===== src/hw/atari_io_consts.svh =====
`ifndef ATARI_IO_CONSTS_SVH
`define ATARI_IO_CONSTS_SVH

// Virtual disk units and the shared sector buffer
`define DISK_UNITS     7
`define SECTOR_BYTES   512
`define BUF_ADDR_W     9

// Data path widths
`define BYTE_W         8
`define LBA_W          32
`define UNIT_NUM_W     3
`define FILE_TYPE_W    2

// Mouse to paddle emulation
`define MOUSE_DELTA_W  9
`define AXIS_W         8
`define MOUSE_STEP_MAX 10

// Cartridge and executable slots, never writable
`define UNIT_RO_A      4
`define UNIT_RO_B      5

`endif


===== src/hw/atari_io_pkg.sv =====
`include "atari_io_consts.svh"

package atari_io_pkg;

	// One data byte of the sector buffer
	typedef logic [`BYTE_W-1:0] byte_t;

	// Byte position inside one sector
	typedef logic [`BUF_ADDR_W-1:0] buf_addr_t;

	// Block address, also used for the image file size
	typedef logic [`LBA_W-1:0] lba_t;

	// One bit per virtual disk unit
	typedef logic [`DISK_UNITS-1:0] unit_mask_t;

	typedef logic [`UNIT_NUM_W-1:0] unit_num_t;

	// Image type code as reported by the host
	typedef logic [`FILE_TYPE_W-1:0] file_type_t;

	// Relative mouse motion, two's complement
	typedef logic signed [`MOUSE_DELTA_W-1:0] mouse_delta_t;

	// Paddle position, centred on zero
	typedef logic signed [`AXIS_W-1:0] axis_t;

endpackage


===== src/hw/mouse_axis.sv =====
`include "atari_io_consts.svh"

module mouse_axis (
	input  logic                       clk_sys,
	input  logic                       areset,

	// Mouse packets, one toggle of the strobe per packet
	input  logic                       mouse_stb_i,
	input  atari_io_pkg::mouse_delta_t mouse_dx_i,
	input  atari_io_pkg::mouse_delta_t mouse_dy_i,
	input  logic [1:0]                 mouse_btn_i,
	input  logic                       invert_y_i,
	input  logic                       cpu_halt_i,

	// Analog stick
	input  atari_io_pkg::axis_t        stick_x_i,
	input  atari_io_pkg::axis_t        stick_y_i,
	input  logic [1:0]                 stick_btn_i,

	output atari_io_pkg::axis_t        paddle_x_o,
	output atari_io_pkg::axis_t        paddle_y_o,
	output logic [1:0]                 paddle_btn_o,
	output logic                       mouse_mode_o
);
	import atari_io_pkg::*;

	localparam int STEP_MAX = `MOUSE_STEP_MAX;
	localparam int AXIS_MAX = (1 << (`AXIS_W - 1)) - 1;
	localparam int AXIS_MIN = -(1 << (`AXIS_W - 1));

	logic [1:0] stb_hist;
	axis_t      pos_x;
	axis_t      pos_y;
	logic       stick_moved;

	// Limit one motion step to +/- STEP_MAX
	function automatic logic signed [9:0] clamp_step(input mouse_delta_t d);
		logic signed [9:0] wide;
		wide = d;
		if (wide > STEP_MAX) begin
			return 10'(STEP_MAX);
		end
		if (wide < -STEP_MAX) begin
			return 10'(-STEP_MAX);
		end
		return wide;
	endfunction

	// Move the position by one step, pinned at the axis limits
	function automatic axis_t sat_move(input axis_t pos, input logic signed [9:0] step,
		input logic neg);
		logic signed [9:0] sum;
		if (neg) begin
			sum = pos - step;
		end else begin
			sum = pos + step;
		end
		if (sum > AXIS_MAX) begin
			return axis_t'(AXIS_MAX);
		end
		if (sum < AXIS_MIN) begin
			return axis_t'(AXIS_MIN);
		end
		return sum[`AXIS_W-1:0];
	endfunction

	assign stick_moved = (stick_x_i != '0) || (stick_y_i != '0);

	always_ff @(posedge clk_sys) begin
		if (areset) begin
			stb_hist     <= '0;
			mouse_mode_o <= 1'b0;
			pos_x        <= '0;
			pos_y        <= '0;
		end else begin
			stb_hist <= {stb_hist[0], mouse_stb_i};
			if (stb_hist[0] != stb_hist[1]) begin
				mouse_mode_o <= 1'b1;
				pos_x        <= sat_move(pos_x, clamp_step(mouse_dx_i), 1'b0);
				pos_y        <= sat_move(pos_y, clamp_step(mouse_dy_i), invert_y_i);
			end
			// Stick or halted CPU hands control back to the stick
			if (stick_moved || cpu_halt_i) begin
				mouse_mode_o <= 1'b0;
				pos_x        <= '0;
				pos_y        <= '0;
			end
		end
	end

	assign paddle_x_o   = mouse_mode_o ? pos_x : stick_x_i;
	assign paddle_y_o   = mouse_mode_o ? pos_y : stick_y_i;
	assign paddle_btn_o = mouse_mode_o ? mouse_btn_i : stick_btn_i;

endmodule


===== config.mk =====
export PLATFORM = sky130hd
export DESIGN_NAME = mouse_axis
export DESIGN_NICKNAME = d
export VERILOG_FILES = /design/src/hw/atari_io_pkg.sv /design/src/hw/mouse_axis.sv
export VERILOG_INCLUDE_DIRS = /design/src /design/src/hw
export SDC_FILE = /design/constraint.sdc
export NUM_CORES = 1
export LEC_CHECK = 0
export BUFFER_PORTS_ARGS = -buffer_cell sky130_fd_sc_hd__buf_2
export CORE_UTILIZATION = 58
export DETAILED_ROUTE_END_ITERATION = 10
export PLACE_DENSITY = 0.88
export SKIP_CTS_REPAIR_TIMING = 1
export SLEW_MARGIN = 5
export SYNTH_ARGS = -nofsm -noshare
export SYNTH_HDL_FRONTEND = slang
export SYNTH_SLANG_ARGS = --single-unit
export TNS_END_PERCENT = 10

===== constraint.sdc =====
create_clock -name clk_sys -period 6.2 [get_ports clk_sys]
set_clock_uncertainty 0.15 [all_clocks]
set_input_delay 0 -clock clk_sys [delete_from_list [all_inputs] [get_ports clk_sys]]
set_output_delay 0 -clock clk_sys [all_outputs]
set_load 0.03 [all_outputs]

### Yosys cells after proc, flatten, opt, wreduce, memory -nomap -nowiden

Cells that the tools add are included.
W data, S select, Z words.

* bits in registers: 19
* input bits: 43
* output and inout port bits: 19
* word-level logic and storage cells: 77

* add/subtract/negate cells: 3
* magnitude comparators: 8
* eq/ne operators: 1
* mux-type cells: 56
* reductions and logical operators: 5

Operators by type and width (count)
* $mux W10: 17
* $mux W8: 10
* $mux W1: 28
* $add A8 B10 Y10: 2
* $gt A10 B8 Y1 const B: 2
* $lt A10 B8 Y1 const B: 2
* $gt A9 B5 Y1 const B: 2
* $lt A9 B5 Y1 const B: 2
* $reduce_bool A8 Y1: 2
* $sub A8 B10 Y10: 1
* $logic_or A1 B1 Y1: 2
* $mux W2: 1
* $reduce_or A2 Y1: 1
* $ne A1 B1 Y1: 1

### Logic depth before layout (Yosys ltp)

* depth after elaboration: 24
* depth in mapped cells: 22
* depth with buffers taken out: 21

### Worst setup path after synthesis

Ideal clock, no wire load.

* path type: input to register
* start: in mouse_dy_i[5]
* end: reg pos_y[0]
* library setup time: 0.071 ns
* data arrival time: 3.673 ns
* data required time: 5.979 ns
* path slack: 2.307 ns
* stages on the path: 22
* path buffers: 1
* cell sequence: nand4_1 > nor2_1 > nand2_1 > ha_1 > clkbuf_1 > nor2_1 > and2_1 > inv_1 > ha_1 > nand2_1 > or4_1 > or4_1 > a21oi_1 > nor2_1 > nor2_1 > ha_1 > a21o_1 > a41oi_1 > xnor2_2 > o21a_2 > o211ai_1 > a21boi_1

* cells in the longest elaborated chain, start to end: 20
* elaborated cells on any way between the ends: 31
* classes of those cells: add/sub (2); order compare (4); mux (25)

Ends and longest elaborated chain
* start: declaration: RTL line mouse_axis.sv:10 `input atari_io_pkg::mouse_delta_t mouse_dy_i,`
* $lt A9 B5 Y1: RTL line mouse_axis.sv:43 `if (wide < -STEP_MAX) begin`
* $mux W1 (2 in a row): RTL line mouse_axis.sv:43
* $mux W1: RTL line mouse_axis.sv:77 `if (stb_hist[0] != stb_hist[1]) begin`
* $mux W1: RTL line mouse_axis.sv:70 `if (areset) begin`
* $mux W10: RTL line mouse_axis.sv:46 `return wide;`
* $mux W10 *: RTL line mouse_axis.sv:43
* $mux W10 *: RTL line mouse_axis.sv:77
* $mux W10 *: RTL line mouse_axis.sv:70
* [... 2 more ...]
* $mux W10 *: RTL line mouse_axis.sv:77
* $mux W10 *: RTL line mouse_axis.sv:70
* $lt A10 B8 Y1: RTL line mouse_axis.sv:61 `if (sum < AXIS_MIN) begin`
* $mux W1 (2 in a row): RTL line mouse_axis.sv:61
* $mux W1: RTL line mouse_axis.sv:77
* $mux W1: RTL line mouse_axis.sv:70
* $mux W8: RTL line mouse_axis.sv:64 `` return sum[`AXIS_W-1:0]; ``
* $mux W8 *: RTL line mouse_axis.sv:61
* end signal: assignment: RTL line mouse_axis.sv:80 `pos_y <= sat_move(pos_y, clamp_step(mouse_dy_i), invert_y_i);`
* end: declaration: RTL line mouse_axis.sv:33 `axis_t pos_y;`

Every way passes the cells marked *; elsewhere a longest branch is shown, timed or not. The select of a mux whose other input is x is not followed.
A chain may end at the register's enable or synchronous reset.

### Worst setup path in the final report

* start: in mouse_dy_i[3]
* end: reg pos_y[1]

The elaborated chain is that of the path after synthesis.

==> reports/metrics.yaml <==
drt_iter0_drc: 180
overflow: 0
via_count: 2386
grt_pass1_wl_microns: 9330
clk_latency_ns: 0.26
dp_slack_ns: 1.73
n_antenna_cell: 0
drv_cap: 0
crit_required_ns: 6.24
h-tree-depth: 1
grt_pass1_vias: 2134
critPathLaunch: "mouse_dy_i[3]"
syn_nets: 370
syn_area_per_cell_sq_um: 7.38
worst_pin_slew_ns: 1.15
worstPathArrival_ns: 4.33
syn_inst: 304
worst_setup_path_end_kind: "register"
worstHoldPathCells: 3
fin_setup_tns_ns: 0
report.final.hold_viol_count: 11
whs_ns: -0.0235
numCtsBuffers: 3
synth_warnings: 0
dpl.hpwl_microns: 4380
status: "finished, violations left"
clkTransAtPathRegs_ns: 0.07
setup_ws_ns: 1.91
grt.total_usage: 0.282
core_sq_um: 3690
min_period_ns: 4.29
antenna_left: 0
synth_top_area_cell: "dfxtp_1"
async_reset_ff_frac: 0
io_buffers: 61
min_path_type: "in -> reg"
io_pins: 62
synthFlopType: "dfxtp_1"
drive_gt1_frac: 0.259
crit_path_max_fanout: 14
grt_max_degree: 21
yosys_register_bits: 19
fp-row-count: 22
antenna_found_initial: 0
final_core_util: 0.719
synth_top_area_share: 0.169
power.density_nw_per_um2: 130
mostFrequentLayoutCell: "buf_2"
fmax_mhz: 233
p_total_w: 0.000345
cts_sinks: 19
finalSetupViolCount: 0
r2r-start: "pos_x[1]"
synth_edf_count: 0
place_congestion: 0.890
critical_path_class: "in -> reg"
layout_common_cells: "61 x buf_2, 38 x nor2_1, 32 x a21oi_1"
holdPathEnd: "pos_x[7]"
die_height_microns: 64.2
cts_buffer_depth: 2
vdd.ir_drop.worst_uv: 124
rsz0062_at_grt: "false"
reg2reg_slack_ns: 3.35
ys_types: 49
start_kind: "primary input"
dieArea_sq_um: 4120
p_leak_nw: 1.21
synthTopCellsByArea: "dfxtp_1 17%, ha_1 12%, mux2_2 9.0%"
routed_wl_microns: 5470
post-route-drc-count: 0
via_per_inst: 5.81
r2r.worst_path.cells: 9
yosysSeqAreaShare: 0.169
cts_tree: "yes"
first_pass_iters: 4
die_w_microns: 64.2
slew_violations: 0
fin_crit_sh: 0.691
routedWlPerCell_microns: 13.3
nets: 430
hp-start: "stick_y_i[5]"
fillCellCount: 318
syn_area_sq_um: 2240
timing.rr.end: "pos_x[5]"
relSlewSlack: 0.227
initial_utilization: 0.609
cts-root-buf: "clkbuf_8"
area_growth_pct: 18.2
violations: "negative hold slack"
[state kept, by name, indices dropped and copies added (netlist names)]
register      flops
pos_x             8
pos_y             8
mouse_mode_o      1
stb_hist          2
[cells by family (layout without fill, tap and decap cells)]
kind of cell | Yosys count | count (layout) | synth area share
muxes | 18 | 18 | 0.0903
DFF | 19 | 19 | 0.169
adders and majority gates | 23 | 23 | 0.135
AOI/OAI and AO/OA | 85 | 85 | 0.235
buffers and inverters | 24 | 83 | 0.0401
and+or+nand+nor | 119 | 119 | 0.265
xor gates and xnor gates | 16 | 16 | 0.0658
[metrics by stage]
stage          cell area, sq um  hold WS, ns  cells
2_1_floorplan              2240      -0.0784    304
3_3_place_gp               2590       0.0588    405
3_5_place_dp               2590       0.0679    405
4_1_cts                    2630       -0.209    409
5_1_grt                    2650      0.00677    411
6_report                   2650      -0.0235    411
[power by group]
group	total [W]	switching [W]	internal [W]
Sequential	0.000123	0.000000563	0.000123
Clock	0.0000869	0.0000421	0.0000448
Combinational	0.000135	0.0000804	0.0000550
[synth_stat cells, types with 2 or more instances]
cell type,instances
a21oi_1,32
o21a_1,3
xor2_1,4
a21boi_1,2
nor4_1,6
or3_1,5
nand3_1,10
xnor2_1,11
ha_1,21
nor3_1,4
a31oi_1,2
fa_1,2
o21ai_0,21
nor2b_1,6
dfxtp_1,19
nand2b_1,4
o2111ai_1,2
nand4_1,3
nor2_1,38
o211ai_1,6
a21o_1,3
inv_1,16
o211a_1,2
or2_2,4
o31a_1,2
mux2_2,18
or4_1,4
nand2_1,27
clkbuf_1,7
[worst max-delay path, cell delays in order]
cell,delay [ns]
buf_2,0.13
or2b_1,0.23
o22ai_1,0.74
nor2_1,0.07
and2_1,0.21
inv_1,0.06
ha_1,0.16
nand2_1,0.08
or4_1,0.44
or4_1,0.44
a21oi_1,0.16
nor2_1,0.06
nor2_1,0.12
ha_1,0.27
a21o_1,0.19
a41oi_1,0.26
xnor2_2,0.19
o21a_2,0.22
o211ai_1,0.10
a21boi_1,0.19
[worst max-delay path by stage]
| stage | slack, ns | to | depth (start not counted) |
|---|---|---|---|
| 3_3_place_gp | 1.88 | pos_y[1] | 20 |
| 2_1_floorplan | 2.31 | pos_y[0] | 22 |
| 6_report | 1.91 | pos_y[1] | 20 |
| 5_1_grt | 1.49 | pos_y[0] | 20 |
| 3_5_place_dp | 1.73 | pos_y[1] | 20 |
| 4_1_cts | 1.96 | pos_y[1] | 20 |
[layer usage]
layer,track usage,wire length (microns),vias to the layer above
met4,0.0750,56,0
met5,0,0,-
met2,0.493,2570,69
met3,0.0304,250,5
met1,0.365,2590,1090
li1,-,-,1222
[layout make-up]
type	instances	area (sq um)	area share
inverters	16	60.1	0.0226
clock inverters	1	5.00	0.00189
repair buffers	63	325	0.123
multi-input cells	261	1780	0.671
flip-flops and latches	19	380	0.143
clock buffers	3	41.3	0.0156
well taps	48	60.1	0.0226
Power figures use the tool's default switching activity.
