**config.mk**
```make
export PLATFORM = sky130hd
export DESIGN_NAME = disk_bridge
export DESIGN_NICKNAME = d
export VERILOG_FILES = /design/src/hw/atari_io_pkg.sv /design/src/hw/disk_bridge.sv
export VERILOG_INCLUDE_DIRS = /design/src /design/src/hw
export SDC_FILE = /design/constraint.sdc
export NUM_CORES = 1
export LEC_CHECK = 0
export BUFFER_PORTS_ARGS = -buffer_cell sky130_fd_sc_hd__buf_4
export CAP_MARGIN = 20
export CORE_MARGIN = 10
export CORE_UTILIZATION = 40
export CTS_CLUSTER_SIZE = 14
export DETAILED_ROUTE_END_ITERATION = 8
export GPL_ROUTABILITY_DRIVEN = 0
export SLEW_MARGIN = 20
export SYNTH_ARGS = -nofsm -noshare
export SYNTH_HDL_FRONTEND = slang
export SYNTH_SLANG_ARGS = --single-unit
```
**constraint.sdc**
```tcl
create_clock -name clk_sys -period 3.55 [get_ports clk_sys]
set_input_delay 0.5325 -clock clk_sys [delete_from_list [all_inputs] [get_ports clk_sys]]
set_output_delay 0.5325 -clock clk_sys [all_outputs]
set_load 0.02 [all_outputs]
```
**src/hw/atari_io_consts.svh**
```systemverilog
`ifndef ATARI_IO_CONSTS_SVH
`define ATARI_IO_CONSTS_SVH

// Virtual disk units and the shared sector buffer
`define DISK_UNITS     7
`define SECTOR_BYTES   512
`define BUF_ADDR_W     9

// Data path widths
`define BYTE_W         8
`define LBA_W          32
`define UNIT_NUM_W     3
`define FILE_TYPE_W    2

// Mouse to paddle emulation
`define MOUSE_DELTA_W  9
`define AXIS_W         8
`define MOUSE_STEP_MAX 10

// Cartridge and executable slots, never writable
`define UNIT_RO_A      4
`define UNIT_RO_B      5

`endif

```
**src/hw/atari_io_pkg.sv**
```systemverilog
`include "atari_io_consts.svh"

package atari_io_pkg;

	// One data byte of the sector buffer
	typedef logic [`BYTE_W-1:0] byte_t;

	// Byte position inside one sector
	typedef logic [`BUF_ADDR_W-1:0] buf_addr_t;

	// Block address, also used for the image file size
	typedef logic [`LBA_W-1:0] lba_t;

	// One bit per virtual disk unit
	typedef logic [`DISK_UNITS-1:0] unit_mask_t;

	typedef logic [`UNIT_NUM_W-1:0] unit_num_t;

	// Image type code as reported by the host
	typedef logic [`FILE_TYPE_W-1:0] file_type_t;

	// Relative mouse motion, two's complement
	typedef logic signed [`MOUSE_DELTA_W-1:0] mouse_delta_t;

	// Paddle position, centred on zero
	typedef logic signed [`AXIS_W-1:0] axis_t;

endpackage

```
**src/hw/disk_bridge.sv**
```systemverilog
`include "atari_io_consts.svh"

module disk_bridge (
	input  logic                       clk_sys,
	input  logic                       areset,

	// Controller registers and strobes
	input  logic                       lba_sel_i,
	input  logic                       block_rd_i,
	input  logic                       block_wr_i,
	input  atari_io_pkg::unit_num_t    drv_num_i,
	input  atari_io_pkg::lba_t         data_i,
	input  logic                       io_wr_i,
	input  logic                       data_wr_i,
	input  logic                       data_rd_i,
	output atari_io_pkg::lba_t         data_o,
	output logic                       io_done_o,

	// Host block service
	output atari_io_pkg::unit_mask_t   sd_rd_o,
	output atari_io_pkg::unit_mask_t   sd_wr_o,
	output atari_io_pkg::lba_t         sd_lba_o,
	input  atari_io_pkg::unit_mask_t   sd_ack_i,

	// Image mount
	input  atari_io_pkg::unit_mask_t   img_mounted_i,
	input  logic                       img_readonly_i,
	input  atari_io_pkg::lba_t         img_size_i,
	input  atari_io_pkg::file_type_t   file_type_i,
	output logic                       mount_toggle_o,
	output atari_io_pkg::unit_num_t    file_no_o,
	output atari_io_pkg::file_type_t   file_type_o,
	output logic                       readonly_o,

	// Controller port of the sector buffer
	output atari_io_pkg::buf_addr_t    buf_addr_o,
	output atari_io_pkg::byte_t        buf_data_o,
	output logic                       buf_we_o,
	input  atari_io_pkg::byte_t        buf_q_i
);
	import atari_io_pkg::*;

	// Two-deep history of each strobe, newest in bit 0
	logic [1:0] wr_hist;
	logic [1:0] blrd_hist;
	logic [1:0] blwr_hist;
	logic [1:0] mnt_hist;
	logic       rd_last;
	logic       ack_last;
	logic       lba_we_q;
	logic       lba_sel_q;
	lba_t       wr_data_q;
	lba_t       file_size_q;
	unit_mask_t mnt_units_q;
	logic       mnt_ro_q;
	lba_t       mnt_size_q;
	file_type_t mnt_type_q;
	logic       wr_rise;
	logic       blrd_rise;
	logic       blwr_rise;
	logic       mnt_rise;
	logic       rd_fall;
	logic       ack_fall;

	assign wr_rise   = wr_hist[0] & ~wr_hist[1];
	assign blrd_rise = blrd_hist[0] & ~blrd_hist[1];
	assign blwr_rise = blwr_hist[0] & ~blwr_hist[1];
	assign mnt_rise  = mnt_hist[0] & ~mnt_hist[1];
	assign rd_fall   = rd_last & ~data_rd_i;
	assign ack_fall  = ack_last & ~(|sd_ack_i);

	assign buf_data_o = wr_data_q[`BYTE_W-1:0];

	// ========================================================================
	// Strobes, buffer pointer and block requests
	// ========================================================================
	always_ff @(posedge clk_sys) begin
		if (areset) begin
			wr_hist        <= '0;
			blrd_hist      <= '0;
			blwr_hist      <= '0;
			mnt_hist       <= '0;
			rd_last        <= 1'b0;
			ack_last       <= 1'b0;
			buf_we_o       <= 1'b0;
			lba_we_q       <= 1'b0;
			buf_addr_o     <= '0;
			sd_rd_o        <= '0;
			sd_wr_o        <= '0;
			io_done_o      <= 1'b0;
			mount_toggle_o <= 1'b0;
		end else begin
			wr_hist   <= {wr_hist[0], data_wr_i};
			blrd_hist <= {blrd_hist[0], block_rd_i};
			blwr_hist <= {blwr_hist[0], block_wr_i};
			mnt_hist  <= {mnt_hist[0], |img_mounted_i};
			rd_last   <= data_rd_i;
			ack_last  <= |sd_ack_i;

			// A data write goes either to the block address or to the buffer
			buf_we_o <= wr_rise & ~lba_sel_i;
			lba_we_q <= wr_rise & lba_sel_i;

			if (buf_we_o || rd_fall) begin
				buf_addr_o <= buf_addr_o + 1'b1;
			end
			if (io_wr_i) begin
				buf_addr_o <= '0;
			end

			if (blrd_rise) begin
				sd_rd_o[drv_num_i] <= 1'b1;
				io_done_o          <= 1'b0;
			end
			if (blwr_rise) begin
				sd_wr_o[drv_num_i] <= 1'b1;
				io_done_o          <= 1'b0;
			end

			// Host has taken the request
			if (|sd_ack_i) begin
				sd_rd_o <= '0;
				sd_wr_o <= '0;
			end
			if (ack_fall) begin
				io_done_o <= 1'b1;
			end

			if (mnt_rise) begin
				mount_toggle_o <= ~mount_toggle_o;
			end
		end
	end

	// ========================================================================
	// Block address, mount details and read-back
	// ========================================================================
	always_ff @(posedge clk_sys) begin
		if (wr_rise) begin
			wr_data_q <= data_i;
		end
		if (lba_we_q) begin
			sd_lba_o <= wr_data_q;
		end

		// Mount info is only valid while the pulse is high
		if (|img_mounted_i) begin
			mnt_units_q <= img_mounted_i;
			mnt_ro_q    <= img_readonly_i;
			mnt_size_q  <= img_size_i;
			mnt_type_q  <= file_type_i;
		end

		if (mnt_rise) begin
			// Highest mounted unit wins
			for (int i = 0; i < `DISK_UNITS; i++) begin
				if (mnt_units_q[i]) begin
					file_no_o <= unit_num_t'(i);
				end
			end
			file_type_o <= mnt_type_q;
			readonly_o  <= mnt_ro_q | mnt_units_q[`UNIT_RO_A] | mnt_units_q[`UNIT_RO_B];
			file_size_q <= mnt_size_q;
		end

		lba_sel_q <= lba_sel_i;
		data_o    <= lba_sel_q ? file_size_q : lba_t'(buf_q_i);
	end

endmodule

```
-- Word-level counts from Yosys, hierarchy flattened
Index checks and enable logic that the tools add are counted.
- register bits: 214
- output and inout bits: 104
- bitwise operators: 20
- mux-type cells: 12
- reductions and logical operators: 10
- $add $sub $neg: 1
- magnitude comparators: 2
- operators with widths (operator ; number):
    7-bit bitwise OR ; 2
    7-bit OR reduction ; 2
    3-bit 2-to-1 mux ; 4
    9-bit by 1-bit adder with 9-bit output, second input constant ; 1
    1-bit bitwise AND ; 8
    8-bit 2-to-1 mux ; 1
    1-bit NOT ; 8
    8-bit OR reduction ; 1
    7-bit nonzero test ; 1
    3-bit by 4-bit < comparator with 1-bit output, second input constant ; 1
    1-bit 2-to-1 mux ; 4
    2-bit 2-to-1 mux ; 2
    1-bit demux with 3-bit select ; 1
    3-bit by 1-bit greater-or-equal comparator with 1-bit output, second input constant ; 1
    3-bit nonzero test ; 1
    3-bit OR reduction ; 1
    1-bit bitwise OR ; 2
    2-bit AND reduction ; 1
    2-bit OR reduction ; 1
    1-bit logical AND ; 1
    1-bit logical OR ; 1

-- Longest topological paths before layout
- depth in word-level cells: 6
- gate-level depth with buffers: 5

-- Worst setup path after synthesis
OpenSTA, ideal clock, no wires.
- path type: reg-to-reg
- from: register mnt_hist[0]
- to: register file_no_o[0] (enable)
- stages on the path, launching flop included: 3
- data arrival time: 2312 ps
- path buffers: 0
- path slack: 933 ps
- setup time: 305 ps
- period minus slack after synthesis: 2617 ps
- cell sequence: dfxtp_1 > nor2b_1 > o21a_1
- cells in the longest elaborated chain, start to end: 2
- RTL lines (item ; RTL line ; source):
    from (decl) ; disk_bridge.sv:47 ; logic [1:0] mnt_hist;
    from (signal assigned) ; disk_bridge.sv:96 ; mnt_hist <= {mnt_hist[0], |img_mounted_i};
    1-bit bitwise AND ; disk_bridge.sv:68 ; assign mnt_rise = mnt_hist[0] & ~mnt_hist[1];
    named net mnt_rise ; disk_bridge.sv:61 ; logic mnt_rise;
    2-bit AND reduction (no source line) ; - ;
    to (signal assigned) ; disk_bridge.sv:158 ; file_no_o <= unit_num_t'(i);
    to (decl) ; disk_bridge.sv:31 ; output atari_io_pkg::unit_num_t file_no_o,
The timed path passes the listed nets, and every way through them passes these cells.
A chain may end at the register's enable or synchronous reset.

-- Worst setup path after layout
- from: input img_mounted_i[2]
- to: register mnt_size_q[2] (enable)
- cells in the longest elaborated chain, start to end: 1
- RTL lines (item ; RTL line ; source):
    from (decl) ; disk_bridge.sv:26 ; input atari_io_pkg::unit_mask_t img_mounted_i,
    7-bit OR reduction ; disk_bridge.sv:147 ; if (|img_mounted_i) begin
    to (signal assigned) ; disk_bridge.sv:150 ; mnt_size_q <= img_size_i;
    to (decl) ; disk_bridge.sv:56 ; lba_t mnt_size_q;
No other way between the ends.

==> flow_summary.ini <==
[run_status]
outcome = completed

[setup_path]
worstPathArrival_ns = 1.77
r2r-end = file_size_q[0]$_DFFE_PP_
timing.critical_path.cells = buf_4, nor4_1, nand2_2
slowest_stage = sky130_fd_sc_hd__nand2_2
path_buf_inv = 1
worst-path-max-fanout = 42
regToRegSetupSlack_ns = 2.05
timing.critical_path.max_delay_family = simple AND/OR/NAND/NOR gates
worstPathRequired_ns = 3.55
worst_setup_path_startpoint = img_mounted_i[2]
cp_slowest_stage_delay_ns = 0.67
cp-end-kind = flop
worst-r2r-cell-count = 2
worst-setup-path-type = primary input to flop
crit-reg2reg-launch = mnt_hist[0]$_SDFF_PP0_
crit_path_start_kind = primary input

[yosys]
seq_area_frac_synth_pct = 85.2
synth_seq_cells = 214
syn_area_per_cell_um2 = 18.3
yosysWarnings = 0
synth_area_um2 = 6720
synth_largest_area_cell = sky130_fd_sc_hd__edfxtp_1
post_synth_main_area_contributors = sky130_fd_sc_hd__edfxtp_1 (64%), sky130_fd_sc_hd__dfxtp_1 (21%), sky130_fd_sc_hd__and2_1 (2.2%)
post_synth_inst_count = 368
yosys.area.top_type_share_pct = 64.4
postSynthNetCount = 469
post_synth_num_cell_types = 36

[global_route]
antenna_found_initial = 2
grt_start_max_net_pins = 43
grtUsageTotal_pct = 12.0
grt_pass1_wl_um = 21300
first_global_vias = 3831
grt_overflow_total = 0

[floorplanning]
total_number_of_placement_rows = 47
io_pins = 204
die_area_um2 = 22400
coreArea_um2 = 16500
initial_utilization_pct = 40.7
die_h_um = 150
die_x_um = 150

[sta]
final.setup_skew_ns = 0.00503
setup-tns-final_ns = 0
tightest_slew_ns = 0.996
finalHoldViolations = 0
post_layout_minimum_cycle_time_ns = 1.77
clock.fmax_mhz = 565
layout_setup_ws_ns = 1.78
grt_setup_unrepaired = false
layout_worst_path_cycle_share_pct = 49.8
setup-violations-final = 0
slew_hr_pct = 33.4
final_max_slew_viol_count = 0

[detailed_routing]
post-route-drc-count = 0
drtPass1Iterations = 4
drtIter0Drc = 223
drtAntennaViolNets = 0
dr_total_vias = 3675
routed_wirelength_um = 14200
vias_per_cell = 4.49
wire_per_inst_um = 17.4

[pwr]
power-per-cell-area_nw_per_um2 = 582
pwr-share-seq_pct = 52.5
vdd.ir_drop.worst_mv = 0.335
cellLeakagePower_uw = 0.00368
switching_power_uw = 1070
power.share.clock_pct = 42.3
p_sw_share_pct = 20.0
power_frac_comb_pct = 5.2
p_int_uw = 4280

[flow_run]
timing.max_cap.violations = 0

[clocking]
ctsHoldBuffers = 0
clock-sinks = 214
cts_inserted_buffers = 22
post_cts_resize_count = 0
cts.clk_slew.worst_paths_ns = 0.06
cts.path.max_buffers = 3
root_buffer = sky130_fd_sc_hd__clkbuf_16
cts_tree = done
clock_insertion_delay_worst_skew_ns = 0.48
cts_setup_buffers = 0
cts_max_level = 1

[placement]
dp_slack_ns = 1.23
dpl.cell_count = 778
dp.final_hpwl_um = 10200
placement.io_buffers = 203

[layout]
nNetsFinal = 683
post_layout_nonfiller_instances = 818
layout_commonest_cell = sky130_fd_sc_hd__buf_4
area_delta_synth_final_pct = 36.7
fill_cells = 1343
n_antenna_cell = 0
mostFrequentLayoutCells = sky130_fd_sc_hd__buf_4 (206), sky130_fd_sc_hd__edfxtp_1 (144), sky130_fd_sc_hd__dfxtp_1 (70)
drive_gt1_share_pct = 44.1

[hold_path]
min_delay_path_depth = 1
hold_class = primary input to flop
worst_hold_startpoint = lba_sel_i
min_to = lba_sel_q$_DFF_P_
## cell usage after synthesis, drive strengths merged
master   number
o21ai         5
a21oi        10
and3b         1
inv           3
nand3b        1
nand2b        1
a31oi         8
or2           1
nor2b        17
o31ai         1
nor4          2
xnor2         1
mux2          8
or3           2
and3          3
edfxtp      144
nor3b         1
nand2         3
nor2         29
dfxtp        70
xor2          8
or4b          1
clkbuf        4
nor3          2
buf          12
and2         24
o21a          1
o2111ai       4
ha            1
## stage by stage
step	instance area [µm²]	hold WS (ns)	power [µW]	utilization (%)
2_1_floorplan	6720	0.400	2970	-
3_3_place_gp	8460	0.400	3140	51.2
3_5_place_dp	8460	0.405	3140	51.2
4_1_cts	9190	0.154	5420	55.6
5_1_grt	9190	0.152	5550	55.6
6_report	9190	0.172	5350	55.6
## sequential cells by signal, summed over array words and instances (netlist names), 2 cells and up
name / cells
blrd_hist: 2
blwr_hist: 2
buf_addr_o: 9
data_o: 32
file_no_o: 3
file_size_q: 32
file_type_o: 2
mnt_hist: 2
mnt_size_q: 32
mnt_type_q: 2
mnt_units_q: 7
sd_lba_o: 32
sd_rd_o: 7
sd_wr_o: 7
wr_data_q: 32
wr_hist: 2
## power groups by stage
stage | logic [µW] | registers (µW) | clock network [µW]
global route | 298 | 2820 | 2430
global placement | 276 | 2860 | 0
CTS | 282 | 2810 | 2330
finish | 276 | 2810 | 2260
floorplan | 71.1 | 2900 | 0
detailed placement | 281 | 2860 | 0
## layer usage
| metal | routed length (µm) | track usage [%] | up-vias |
|---|---|---|---|
| met5 | 27 | 0 | - |
| met4 | 213 | 3.34 | 4 |
| met3 | 1690 | 5.65 | 26 |
| met2 | 6920 | 19.7 | 153 |
| met1 | 5360 | 13.7 | 1739 |
| li1 | - | - | 1753 |
## logic make-up (layout without fill, tap and decap cells)
logic type / count (synthesis) / after routing / share of synthesized area [%]
xor gates and xnor gates: 9 / 9 / 1.17
buffers and inverters: 19 / 249 / 1.68
AOI/OAI and AO/OA: 29 / 29 / 2.61
DFF: 214 / 214 / 85.2
muxes: 8 / 8 / 1.34
adders and majority gates: 1 / 1 / 0.186
and+or+nand+nor: 88 / 88 / 7.80
## worst max-delay path by stage
stage / slack, ns / endpoint / cells past startpoint
after global placement: 1.31 / mnt_size_q[2]$_DFFE_PP_ / 3
after global routing: 1.72 / mnt_size_q[8]$_DFFE_PP_ / 3
after floorplan: 0.93 / file_no_o[0]$_SDFFCE_PP0P_ / 2
final: 1.78 / mnt_size_q[2]$_DFFE_PP_ / 3
after detailed placement: 1.23 / mnt_size_q[7]$_DFFE_PP_ / 3
after CTS: 1.75 / mnt_size_q[9]$_DFFE_PP_ / 3
## area by class of cell
| class | instances | area (µm²) | area share, % |
|---|---|---|---|
| Clock buffer | 31 | 658 | 7.16 |
| Clock inverter | 9 | 72.6 | 0.790 |
| Inverter | 3 | 11.3 | 0.123 |
| Multi-Input combinational cell | 135 | 898 | 9.78 |
| Sequential cell | 214 | 5730 | 62.3 |
| Tap cell | 220 | 275 | 3.00 |
| Timing Repair Buffer | 206 | 1550 | 16.8 |
No activity file was read; power rests on OpenSTA's default activity.
